[src/logic/lane_pkg.sv]
`default_nettype none

package lane_pkg;

  localparam int num_lanes    = 2;
  localparam int num_rd_ports = 2 * num_lanes;  // rn and rm for each lane
  localparam int num_regs     = 31;             // x31 is not stored
  localparam int data_w       = 64;
  localparam int inst_w       = 32;
  localparam int reg_addr_w   = 5;
  localparam int opc_w        = 11;             // Instruction bits 31..21

  typedef logic [data_w-1:0]     data_t;
  typedef logic [inst_w-1:0]     inst_t;
  typedef logic [reg_addr_w-1:0] reg_addr_t;
  typedef logic [opc_w-1:0]      opcode_t;

  // XZR, reads as zero and swallows writes
  localparam reg_addr_t zero_reg = reg_addr_t'(31);

  // R-format opcodes of the supported subset
  localparam opcode_t op_add = 11'b100_0101_1000;
  localparam opcode_t op_sub = 11'b110_0101_1000;
  localparam opcode_t op_and = 11'b100_0101_0000;
  localparam opcode_t op_orr = 11'b101_0101_0000;

  typedef enum logic [1:0] {
    alu_add,
    alu_sub,
    alu_and,
    alu_orr
  } alu_op_t;

endpackage

`default_nettype wire

[src/logic/lane_if.sv]
`default_nettype none

// Issue unit to one execution lane, plus the lane's bypass back to issue
interface lane_issue_if import lane_pkg::*; ();

  logic      valid;     // Single-cycle strobe
  alu_op_t   op;
  data_t     opnd_a;    // rn value after forwarding
  data_t     opnd_b;    // rm value after forwarding
  reg_addr_t rd;
  logic      wen;

  logic      fwd_wen;   // Operand stage holds a writing instruction
  reg_addr_t fwd_rd;
  data_t     fwd_data;  // Combinational ALU result

  modport issue (
    output valid, op, opnd_a, opnd_b, rd, wen,
    input  fwd_wen, fwd_rd, fwd_data
  );

  modport lane (
    input  valid, op, opnd_a, opnd_b, rd, wen,
    output fwd_wen, fwd_rd, fwd_data
  );

endinterface

// Lane result stage toward writeback, also tapped for forwarding
interface lane_result_if import lane_pkg::*; ();

  logic      valid;
  logic      wen;       // Already qualified by valid in the lane
  reg_addr_t rd;
  data_t     data;

  modport lane      (output valid, wen, rd, data);
  modport writeback (input  valid, wen, rd, data);
  modport issue     (input  valid, wen, rd, data);

endinterface

`default_nettype wire

[src/logic/exec_lane.sv]
`default_nettype none

module exec_lane import lane_pkg::*; (
  input  logic       CLOCK,
  input  logic       arst_n,
  lane_issue_if.lane iss,
  lane_result_if.lane res
);

  // Operand register
  logic      valid_q;
  logic      wen_q;
  alu_op_t   op_q;
  data_t     a_q;
  data_t     b_q;
  reg_addr_t rd_q;

  data_t     alu_out;

  always_ff @(posedge CLOCK or negedge arst_n) begin
    if (!arst_n) begin
      valid_q <= 1'b0;
      wen_q   <= 1'b0;
    end else begin
      valid_q <= iss.valid;
      wen_q   <= iss.valid && iss.wen;
    end
  end

  always_ff @(posedge CLOCK) begin
    if (iss.valid) begin
      op_q <= iss.op;
      a_q  <= iss.opnd_a;
      b_q  <= iss.opnd_b;
      rd_q <= iss.rd;
    end
  end

  always_comb begin
    case (op_q)
      alu_add: alu_out = a_q + b_q;
      alu_sub: alu_out = a_q - b_q;  // rn - rm
      alu_and: alu_out = a_q & b_q;
      default: alu_out = a_q | b_q;  // alu_orr
    endcase
  end

  // Bypass to the issue unit for the next pair
  assign iss.fwd_wen  = valid_q && wen_q;
  assign iss.fwd_rd   = rd_q;
  assign iss.fwd_data = alu_out;

  // Result register
  always_ff @(posedge CLOCK or negedge arst_n) begin
    if (!arst_n) begin
      res.valid <= 1'b0;
      res.wen   <= 1'b0;
    end else begin
      res.valid <= valid_q;
      res.wen   <= valid_q && wen_q;
    end
  end

  always_ff @(posedge CLOCK) begin
    if (valid_q) begin
      res.rd   <= rd_q;
      res.data <= alu_out;
    end
  end

endmodule

`default_nettype wire

[src/flat_wrapper.sv]
// flat-port wrapper written by rule: the top's interface ports become plain ports
module exec_lane_flat import lane_pkg::*;
  (CLOCK, arst_n, iss_valid, iss_op, iss_opnd_a, iss_opnd_b, iss_rd, iss_wen, iss_fwd_wen, iss_fwd_rd, iss_fwd_data, res_valid, res_wen, res_rd, res_data);
  lane_issue_if iss_i ();
  lane_result_if res_i ();
  input  logic CLOCK;
  input  logic arst_n;
  input wire logic [$bits(iss_i.valid)-1:0] iss_valid;
  input wire logic [$bits(iss_i.op)-1:0] iss_op;
  input wire logic [$bits(iss_i.opnd_a)-1:0] iss_opnd_a;
  input wire logic [$bits(iss_i.opnd_b)-1:0] iss_opnd_b;
  input wire logic [$bits(iss_i.rd)-1:0] iss_rd;
  input wire logic [$bits(iss_i.wen)-1:0] iss_wen;
  output wire logic [$bits(iss_i.fwd_wen)-1:0] iss_fwd_wen;
  output wire logic [$bits(iss_i.fwd_rd)-1:0] iss_fwd_rd;
  output wire logic [$bits(iss_i.fwd_data)-1:0] iss_fwd_data;
  output wire logic [$bits(res_i.valid)-1:0] res_valid;
  output wire logic [$bits(res_i.wen)-1:0] res_wen;
  output wire logic [$bits(res_i.rd)-1:0] res_rd;
  output wire logic [$bits(res_i.data)-1:0] res_data;
  assign iss_i.valid = iss_valid;
  assign iss_i.op = iss_op;
  assign iss_i.opnd_a = iss_opnd_a;
  assign iss_i.opnd_b = iss_opnd_b;
  assign iss_i.rd = iss_rd;
  assign iss_i.wen = iss_wen;
  assign iss_fwd_wen = iss_i.fwd_wen;
  assign iss_fwd_rd = iss_i.fwd_rd;
  assign iss_fwd_data = iss_i.fwd_data;
  assign res_valid = res_i.valid;
  assign res_wen = res_i.wen;
  assign res_rd = res_i.rd;
  assign res_data = res_i.data;
  exec_lane u_core (.CLOCK(CLOCK), .arst_n(arst_n), .iss(iss_i), .res(res_i));
endmodule
[config.mk]
export PLATFORM = sky130hd
export DESIGN_NAME = exec_lane_flat
export DESIGN_NICKNAME = d
export VERILOG_FILES = /design/src/logic/lane_pkg.sv /design/src/logic/lane_if.sv /design/src/logic/exec_lane.sv /design/src/flat_wrapper.sv
export SDC_FILE = /design/constraint.sdc
export NUM_CORES = 1
export LEC_CHECK = 0
export BUFFER_PORTS_ARGS = -buffer_cell sky130_fd_sc_hd__clkbuf_2
export CAP_MARGIN = 20
export CORE_ASPECT_RATIO = 0.8
export CORE_MARGIN = 3
export CORE_UTILIZATION = 55
export DETAILED_ROUTE_END_ITERATION = 10
export PLACE_DENSITY = 0.91
export SLEW_MARGIN = 10
export SYNTH_ARGS = -nofsm -noshare
export SYNTH_HDL_FRONTEND = slang
export SYNTH_SLANG_ARGS = --single-unit
[constraint.sdc]
create_clock -name CLOCK -period 9.27 [get_ports CLOCK]
set_clock_uncertainty 0.05 [all_clocks]
set_input_delay 1.854 -clock CLOCK [delete_from_list [all_inputs] [get_ports CLOCK]]
set_output_delay 1.854 -clock CLOCK [all_outputs]
set_load 0.005 [all_outputs]
==> impl_metrics.py, run 1 <==
metrics = {
    "run_status": {
        "status": "finished, final reports clean",
    },
    "worst_setup_path": {
        "worstPathMaxFanout": 9,
        "endpoint_kind": "output port",
        "cp-start-kind": "flop",
        "slowest_stage": "or4_1",
        "criticalPathCategory": "reg2out",
        "path_cells": "or4_1, nor4b_4, buf_4, nand3_1, nor2_1, nand2_1, buf_4, or4_1, o21ai_0, xor2_1, ha_1, a21oi_1, o22ai_1, o21ai_0, nand4b_1, o21ai_0, or3b_2, mux2_2, a31oi_1, or3b_1, clkbuf_2",
        "cpPeakStageDelay_ns": 0.70,
        "cp.arrival_ns": 7.11,
        "cp.required_ns": 7.37,
        "crit_top_cell": "o21ai_0",
        "reg2regPathDepth": 20,
    },
    "placed_design": {
        "dp_hpwl_mm": 27.90,
        "place_inst": 1752,
        "numPortBuffers": 279,
        "pre_cts_ws_ns": 0.7451,
        "post_dp_cell_area_um2": 14500,
        "routabilityCongestion": 0.9546,
    },
    "routing": {
        "drc": 0,
        "vias": 11060,
        "wirelength_mm": 36.98,
        "dr.pass1.iters": 6,
        "wl_per_cell_um": 20.61,
        "postRouteAntennaNets": 0,
        "drt_iter0_markers": 1190,
        "viasPerCell": 6.163,
    },
    "clocking": {
        "htree_levels": 1,
        "cts-root-buf": "clkbuf_16",
        "cts_tree": "built",
        "cts_buffers": 22,
        "clkLatencyLatePin_ns": 0.51,
        "path_clk_slew_ns": 0.06,
        "cts_buffer_depth": 3,
        "cts.sinks": 208,
        "cts_hold_buf": 0,
    },
    "synth": {
        "synth_top_area_share_pct": 47.77,
        "synth-main-ff-cell": "edfxtp_1",
        "seq_area_frac_synth_pct": 48.55,
        "synth_cell_types": 74,
        "syn-cell-area_um2": 12820,
        "ys_warn_count": 0,
        "synthCells": 1210,
        "synth-edff-count": 204,
        "avgSynthCellArea_um2": 10.60,
        "ys_ff_latch": 208,
        "synth_top_cell_by_area": "edfxtp_1",
        "synth_area_leaders": "edfxtp_1 (48%), ha_1 (6.4%), o21ai_0 (4.4%), maj3_1 (4.0%), xnor2_1 (4.0%)",
        "synth-async-reset-ratio_pct": 1.923,
        "syn_nets": 1416,
    },
    "timing": {
        "worstMarginPinSlew_ns": 1.016,
        "worst_slack_ns": 0.2521,
        "hold_slack_ns": 0.3956,
        "period_needed_ns": 9.018,
        "setup_tns_ns": 0,
        "relSlewSlack_pct": 32.27,
        "finalCritPeriodShare_pct": 97.28,
        "drv_slew": 0,
        "hold_violations": 0,
        "fmax_mhz": 110.9,
        "setup_viol": 0,
    },
    "min_path": {
        "hold_path_class": "reg2reg",
        "hold_path_depth": 0,
    },
    "final_layout": {
        "num-fill-cells": 1806,
        "finalInstanceArea_um2": 15270,
        "synthToLayoutAreaGrowth_pct": 19.08,
        "drive_gt1_share_pct": 23.49,
        "finalNetCount": 1677,
        "final_util_pct": 67.32,
        "stdcell_count": 1794,
    },
    "floorplan": {
        "placement_rows": 49,
        "start_util_pct": 56.54,
        "die_y_um": 142.6,
        "die_area_um2": 25200,
        "dieWidth_um": 176.7,
        "core_area_um2": 22680,
        "io_pins": 280,
    },
    "global_route": {
        "antenna_found_initial": 3,
        "grt_pass1_vias": 10690,
        "track_usage_pct": 28.28,
        "grt_max_degree": 79,
        "grt_pass1_wl_mm": 57.12,
        "grt-ovfl-total": 0,
    },
    "flow_run": {
        "cap_violations": 0,
    },
    "power": {
        "power.leakage_nw": 6.270,
        "power.density_nw_per_um2": 210.7,
        "p_total_mw": 3.217,
        "ir_drop_mv": 0.1822,
    },
}
## registers in the layout (all words and copies together) (netlist names)
signal             flops
u_core.valid_q         1
u_core.res.data       64
u_core.res.valid       1
u_core.res.wen         1
u_core.iss.fwd_rd      5
u_core.wen_q           1
u_core.op_q            2
u_core.b_q            64
u_core.res.rd          5
u_core.a_q            64
## cell usage in the layout (no fill, tap or decap), types with 23 or more instances in the layout
| cell | n |
|---|---|
| xor2_1 | 53 |
| nor2_1 | 53 |
| o21ai_0 | 112 |
| a21o_1 | 38 |
| clkbuf_16 | 23 |
| nand2_1 | 117 |
| clkbuf_2 | 278 |
| maj3_1 | 51 |
| edfxtp_1 | 204 |
| ha_1 | 66 |
| xnor2_1 | 58 |
| inv_1 | 31 |
| a21oi_1 | 77 |
## synth_stat cells (15+ instances only)
master	number
xnor2_1	58
clkbuf_1	47
a21o_1	38
nand4_1	17
nand2_1	117
inv_1	31
ha_1	66
a31oi_1	16
and3_1	16
nor3_1	19
a21oi_1	77
xor2_1	53
nor2_1	54
o21ai_0	112
edfxtp_1	204
o21bai_1	17
maj3_1	51
o31ai_1	20
nor2b_1	15
nand3_1	21
## metal layers
| metal | vias to the layer above | global-route usage (%) | routed length (µm) |
|---|---|---|---|
| met2 | 582 | 44.38 | 16660 |
| met3 | 90 | 5.093 | 3325 |
| met4 | 2 | 8.884 | 1197 |
| met1 | 5275 | 40.35 | 15780 |
| met5 | - | 0 | 13 |
| li1 | 5108 | - | - |
## area by class of cell
cell class	instances	area, µm²	area share, %
well taps	306	382.9	2.507
repair buffers	294	1511	9.897
inverters	31	116.4	0.7619
clock inverters	11	113.9	0.7455
clock buffers	28	624.3	4.088
diodes	2	5.005	0.03277
multi-input cells	914	6289	41.18
flip-flops and latches	208	6230	40.79
## final timing paths
check / slack (ns) / startpoint / endpoint
min reg2reg: 0.40 / u_core.iss.fwd_rd[2]$_DFFE_PP_ / u_core.res.rd[2]$_DFFE_PP_
min in group asynchronous: 1.09 / arst_n / u_core.valid_q$_DFF_PN0_
max reg2reg: 2.48 / u_core.b_q[4]$_DFFE_PP_ / u_core.res.data[63]$_DFFE_PP_
max: 0.25 / u_core.b_q[4]$_DFFE_PP_ / iss_fwd_data[63]
max in group asynchronous: 7.95 / arst_n / u_core.valid_q$_DFF_PN0_
min: 0.40 / u_core.iss.fwd_rd[2]$_DFFE_PP_ / u_core.res.rd[2]$_DFFE_PP_
## where the power goes
part	switching, mW	internal [mW]	total, mW
Combinational	0.622	0.447	1.07
Clock	0.363	0.531	0.895
Sequential	0.0776	1.18	1.25
## cells by family after synthesis
family          count (synthesis)  synth area share (%)
xor+xnor                      111                 7.581
buf+inv                        88                 2.615
flops                         208                 48.55
fa+ha+maj                     118                 10.58
compound gates                359                 17.82
simple gates                  323                 12.60
mux                             3                0.2536
## critical path, delay by kind of cell (launching register included)
family	cells	cell delay [ns]
AOI/OAI and AO/OA	6	1.47
xor gates and xnor gates	1	0.17
adders and majority gates	1	0.35
buffers and inverters	3	0.48
DFF	1	0.48
muxes	1	0.32
and+or+nand+nor	9	3.32
## timing repair
action | 4_1_cts | 5_1_grt
resized for setup | 0 | 3
setup endpoints to repair | 0 | 3
hold endpoints to repair | 0 | 0
setup buffers | 0 | 1
No activity file was read; power rests on OpenSTA's default activity.
==> run 2, diff against run 1 <==
Settings changed: CTS_BUF_LIST set to sky130_fd_sc_hd__clkbuf_8.
==> impl_metrics.py, run 2 (synthesis gave the netlist of run 1 again) <==
metrics = {
    "timing": {
        "hold_violations": 0,
        "fmax_mhz": 111.0,
        "setup_viol": 0,
        "hold_slack_ns": 0.3974,
        "relSlewSlack_pct": 32.60,
        "worstMarginPinSlew_ns": 1.011,
        "finalCritPeriodShare_pct": 97.18,
        "period_needed_ns": 9.009,
        "drv_slew": 0,
    },
    "floorplan": {
        "core_area_um2": 22680,
        "die_y_um": 142.6,
        "start_util_pct": 56.54,
        "io_pins": 280,
        "die_area_um2": 25200,
        "dieWidth_um": 176.7,
        "placement_rows": 49,
    },
    "worst_setup_path": {
        "crit_family": "simple AND/OR/NAND/NOR gates",
        "slowest_stage": "or4_1",
        "path_cells": "or4_1, nor4b_4, buf_4, nand3_1, nor2_1, nand2_1, buf_4, or4_1, o21ai_0, xor2_1, ha_1, a21oi_1, o22ai_1, o21ai_0, nand4b_1, o21ai_0, or3b_2, mux2_2, a31oi_1, or3b_1, clkbuf_2",
        "cp.required_ns": 7.37,
        "reg2regPathDepth": 20,
        "cpPeakStageDelay_ns": 0.69,
        "endpoint_kind": "output port",
        "crit_top_cell": "o21ai_0",
        "cp-start-kind": "flop",
        "criticalPathCategory": "reg2out",
        "path_buf_inv": 3,
        "worstPathMaxFanout": 9,
        "cp.depth": 21,
        "cp.arrival_ns": 7.10,
    },
    "placed_design": {
        "dp_hpwl_mm": 27.90,
        "numPortBuffers": 279,
        "routabilityCongestion": 0.9546,
        "post_dp_cell_area_um2": 14500,
    },
    "final_layout": {
        "reg_top3": "u_core.a_q (64), u_core.b_q (64), u_core.res.data (64)",
        "ff_latch_area_um2": 6230,
        "finalNetCount": 1689,
        "drive_gt1_share_pct": 24.19,
        "multiInputGateArea_um2": 6289,
        "finalInstanceArea_um2": 15240,
        "num-fill-cells": 1810,
        "layout_common_cells": "clkbuf_2 (278), edfxtp_1 (204), nand2_1 (117), o21ai_0 (112), a21oi_1 (77)",
        "final_common_cell": "clkbuf_2",
        "final_util_pct": 67.20,
        "synthToLayoutAreaGrowth_pct": 18.86,
    },
    "global_route": {
        "grt_max_degree": 79,
        "track_usage_pct": 28.65,
        "grt_pass1_wl_mm": 57.53,
        "antenna_found_initial": 3,
        "grt-ovfl-total": 0,
        "grt_pass1_vias": 10760,
    },
    "clocking": {
        "cts_buffers": 34,
        "cts_buffer_depth": 3,
        "htree_levels": 2,
        "cts_hold_buf": 0,
        "cts.sinks": 208,
        "path_clk_slew_ns": 0.06,
        "cts-root-buf": "clkbuf_8",
        "cts_tree": "built",
        "clkLatencyLatePin_ns": 0.54,
    },
    "run_status": {
        "status": "finished, final reports clean",
    },
    "power": {
        "ir_drop_mv": 0.1941,
        "power.density_nw_per_um2": 208.0,
        "power.leakage_nw": 6.281,
    },
    "routing": {
        "vias": 11100,
        "drc": 0,
        "postRouteAntennaNets": 0,
        "wl_per_cell_um": 20.46,
        "dr.pass1.iters": 6,
        "drt_iter0_markers": 1243,
        "wirelength_mm": 37.19,
        "viasPerCell": 6.108,
    },
    "flow_run": {
        "cap_violations": 0,
    },
    "min_path": {
        "hold_path_depth": 0,
        "hold_path_class": "reg2reg",
    },
}
run 2: changes by cell type in the layout (fill, tap and decap cells not counted), moves of 4 or more:
cell	before	now
clkinv_1	4	9
inv_1	31	35
clkinv_2	1	6
clkbuf_8	3	34
clkbuf_16	23	0
run 2: routing by layer:
metal,global-route usage [%],routed length (µm),part of all wire [%],vias up
met2,44.13,16740,45,612
met4,10.45,1170,3.1,0
met3,5.893,3826,10,100
met5,0,0,0,-
li1,-,-,-,5141
met1,40.50,15450,42,5251
run 2: worst reg2reg max path, delay by kind of cell, from the launching register on:
kind,cells,cell delay [ns]
AOI/OAI and AO/OA,6,1.51
xor gates and xnor gates,1,0.19
adders and majority gates,1,0.36
buffers and inverters,2,0.36
DFF,1,0.47
muxes,1,0.32
and+or+nand+nor,9,3.26
run 2: power by group:
part	total (mW)	switching, mW	internal (mW)
Sequential	1.25	0.0775	1.18
Clock	0.848	0.386	0.462
Combinational	1.07	0.622	0.447
run 2: final cells by class:
| class | count | share of cell area, % |
|---|---|---|
| Multi-Input combinational cell | 914 | 41.25 |
| Sequential cell | 208 | 40.87 |
| Timing Repair Buffer | 294 | 9.915 |
| Clock buffer | 34 | 3.070 |
| Tap cell | 306 | 2.512 |
| Clock inverter | 28 | 1.568 |
| Inverter | 31 | 0.7634 |
| Antenna cell | 3 | 0.04925 |
run 2: what timing repair did:
item                       in CTS  in global routing
setup endpoints to repair       0                  1
hold endpoints to repair        0                  0
gates resized for setup         0                  3
buffers inserted                0                  1
run 2: path summary, 6_finish.rpt:
path	start	end	slack (ns)
min in group asynchronous	arst_n	u_core.valid_q$_DFF_PN0_	1.07
max reg2reg	u_core.b_q[4]$_DFFE_PP_	u_core.res.data[63]$_DFFE_PP_	2.50
max	u_core.b_q[4]$_DFFE_PP_	iss_fwd_data[63]	0.26
max in group asynchronous	arst_n	u_core.valid_q$_DFF_PN0_	7.96
min	u_core.iss.fwd_rd[0]$_DFFE_PP_	u_core.res.rd[0]$_DFFE_PP_	0.40
min reg2reg	u_core.iss.fwd_rd[0]$_DFFE_PP_	u_core.res.rd[0]$_DFFE_PP_	0.40
run 2: metrics by stage:
stage / setup TNS [ns] / cells / total power [mW] / setup WS (ns)
floorplan: 0 / 1210 / 1.921 / 1.781
global placement: 0 / 1752 / 2.288 / 1.028
detailed placement: 0 / 1752 / 2.316 / 0.7451
CTS: 0 / 1814 / 3.169 / 0.1607
global route: -0.05430 / 1818 / 3.347 / -0.05430
finish: 0 / 1818 / 3.170 / 0.2613
==> run 3, diff against run 2 <==
Settings changed: CORE_UTILIZATION 55 to 51, PLACE_DENSITY 0.91 to 0.89.
Clock period 9.27 ns to 7.5 ns, I/O delays scaled along.
==> impl_metrics.py, run 3 (synthesis gave the netlist of run 1 again) <==
metrics = {
    "clocking": {
        "cts_tree": "built",
        "clkLatencyLatePin_ns": 0.53,
        "cts.sinks": 208,
        "cts_hold_buf": 0,
        "cts-root-buf": "clkbuf_8",
        "cts_buffers": 34,
        "htree_levels": 2,
        "path_clk_slew_ns": 0.06,
        "cts_buffer_depth": 3,
    },
    "final_layout": {
        "final_common_cell": "clkbuf_2",
        "synthToLayoutAreaGrowth_pct": 23.43,
        "multiInputGateArea_um2": 6643,
        "layout_common_cells": "clkbuf_2 (278), edfxtp_1 (204), nand2_1 (116), o21ai_0 (103), a21oi_1 (74)",
        "final_util_pct": 64.60,
        "num-fill-cells": 1920,
        "ff_latch_area_um2": 6230,
        "reg_top3": "u_core.a_q (64), u_core.b_q (64), u_core.res.data (64)",
        "finalNetCount": 1729,
        "diodes": 0,
        "stdcell_count": 1864,
        "drive_gt1_share_pct": 29.82,
    },
    "global_route": {
        "antenna_found_initial": 2,
        "grt_pass1_wl_mm": 57.64,
        "grt_pass1_vias": 10690,
        "track_usage_pct": 26.65,
        "grt-ovfl-total": 0,
        "grt_max_degree": 98,
    },
    "worst_setup_path": {
        "cp.arrival_ns": 5.94,
        "cp-start-kind": "flop",
        "endpoint_kind": "output port",
        "criticalPathCategory": "reg2out",
        "cp.required_ns": 5.95,
        "worstPathMaxFanout": 7,
        "reg2regPathDepth": 16,
    },
    "power": {
        "power_frac_seq_pct": 39.6,
        "switching_share_pct": 35.11,
        "ir_drop_mv": 0.2029,
        "pwr-share-comb_pct": 36.4,
        "netSwitchingPower_mw": 1.374,
        "pwr-share-clk_pct": 24.0,
        "power.leakage_nw": 6.516,
        "internal_power_mw": 2.538,
        "p_total_mw": 3.912,
        "power.density_nw_per_um2": 247.1,
    },
    "timing": {
        "finalCritPeriodShare_pct": 99.89,
        "relSlewSlack_pct": 32.92,
        "setup_tns_ns": 0,
        "fmax_mhz": 133.5,
        "setup_viol": 0,
        "worst_slack_ns": 0.008596,
        "drv_slew": 0,
        "rsz0062_at_grt": "yes",
        "hold_violations": 0,
        "period_needed_ns": 7.491,
        "worstMarginPinSlew_ns": 1.006,
    },
    "routing": {
        "drt_iter0_markers": 1184,
        "postRouteAntennaNets": 0,
        "wl_per_cell_um": 20.50,
        "vias": 11350,
        "wirelength_mm": 38.21,
        "dr.pass1.iters": 5,
        "viasPerCell": 6.089,
        "drc": 0,
    },
    "placed_design": {
        "numPortBuffers": 279,
        "dp_hpwl_mm": 27.89,
        "pre_cts_ws_ns": 0.01982,
        "place_inst": 1782,
        "routabilityCongestion": 0.9703,
    },
    "floorplan": {
        "start_util_pct": 52.34,
        "die_area_um2": 27100,
        "placement_rows": 51,
        "dieWidth_um": 183.3,
        "die_y_um": 147.8,
        "core_area_um2": 24500,
        "io_pins": 280,
    },
    "min_path": {
        "hold_path_depth": 0,
        "hold_path_class": "reg2reg",
    },
    "flow_run": {
        "cap_violations": 0,
    },
    "run_status": {
        "status": "finished, final reports clean",
    },
}
## run 3: cell count changes in the layout (fill, tap and decap cells not counted), sizes merged
cell and change:
inv +3, clkinv -3, clkbuf +1, buf +40, clkinvlp -1, bufinv -3
diode -3
## run 3: timing repair
item                                    4_1_cts  5_1_grt
setup buffers                                 8       15
endpoints found under the setup margin       12       25
pin swaps                                     3       19
resized for setup                            28       58
## run 3: path summary, 6_finish.rpt
kind | start | endpoint | slack, ns
hold / removal | u_core.iss.fwd_rd[3]$_DFFE_PP_ | u_core.res.rd[3]$_DFFE_PP_ | 0.40
min in group asynchronous | arst_n | u_core.valid_q$_DFF_PN0_ | 0.72
setup / recovery | u_core.b_q[38]$_DFFE_PP_ | iss_fwd_data[63] | 0.009
setup reg to reg | u_core.b_q[38]$_DFFE_PP_ | u_core.res.data[63]$_DFFE_PP_ | 1.89
hold reg to reg | u_core.iss.fwd_rd[3]$_DFFE_PP_ | u_core.res.rd[3]$_DFFE_PP_ | 0.40
max in group asynchronous | arst_n | u_core.valid_q$_DFF_PN0_ | 6.55
## run 3: worst max-delay path: stages, from the launching register on
cell	delay (ns)
edfxtp_1	0.48
or4_1	0.53
or2_4	0.28
or4b_1	0.52
or3_4	0.40
or3_1	0.38
o41ai_2	0.24
xor2_1	0.13
ha_2	0.40
nand4_1	0.28
a2111oi_4	0.37
o21ai_2	0.12
or3b_4	0.25
buf_4	0.14
mux2i_1	0.22
o2111ai_1	0.14
or3b_4	0.42
clkbuf_2	0.13
## run 3: metrics by stage
stage          hold slack [ns]  cell area [µm²]
2_1_floorplan           0.4021            12820
3_3_place_gp            0.3789            14650
3_5_place_dp            0.3901            14650
4_1_cts                 0.4058            15440
5_1_grt                 0.4261            15830
6_report                0.4002            15830
## run 3: final cells by class
type / instances / area share, %
well taps: 318 / 2.513
clock inverters: 24 / 0.9010
flip-flops and latches: 208 / 39.35
inverters: 31 / 0.7351
repair buffers: 334 / 11.49
multi-input cells: 914 / 41.96
clock buffers: 35 / 3.043
## run 3: metal layers
layer | routed length, µm | GRT usage, % | up-vias
met4 | 933 | 6.662 | 4
li1 | - | - | 5220
met1 | 16290 | 38.72 | 5384
met5 | 27 | 0 | -
met3 | 4016 | 6.052 | 97
met2 | 16950 | 40.83 | 645
## run 3: power groups by stage
stage | combinational [mW] | clock [mW] | sequential (mW)
final | 1.42 | 0.939 | 1.55
after global placement | 1.28 | 0 | 1.56
after floorplan | 0.825 | 0 | 1.55
after CTS | 1.34 | 0.961 | 1.55
after global routing | 1.55 | 1.01 | 1.56
after detailed placement | 1.31 | 0 | 1.57
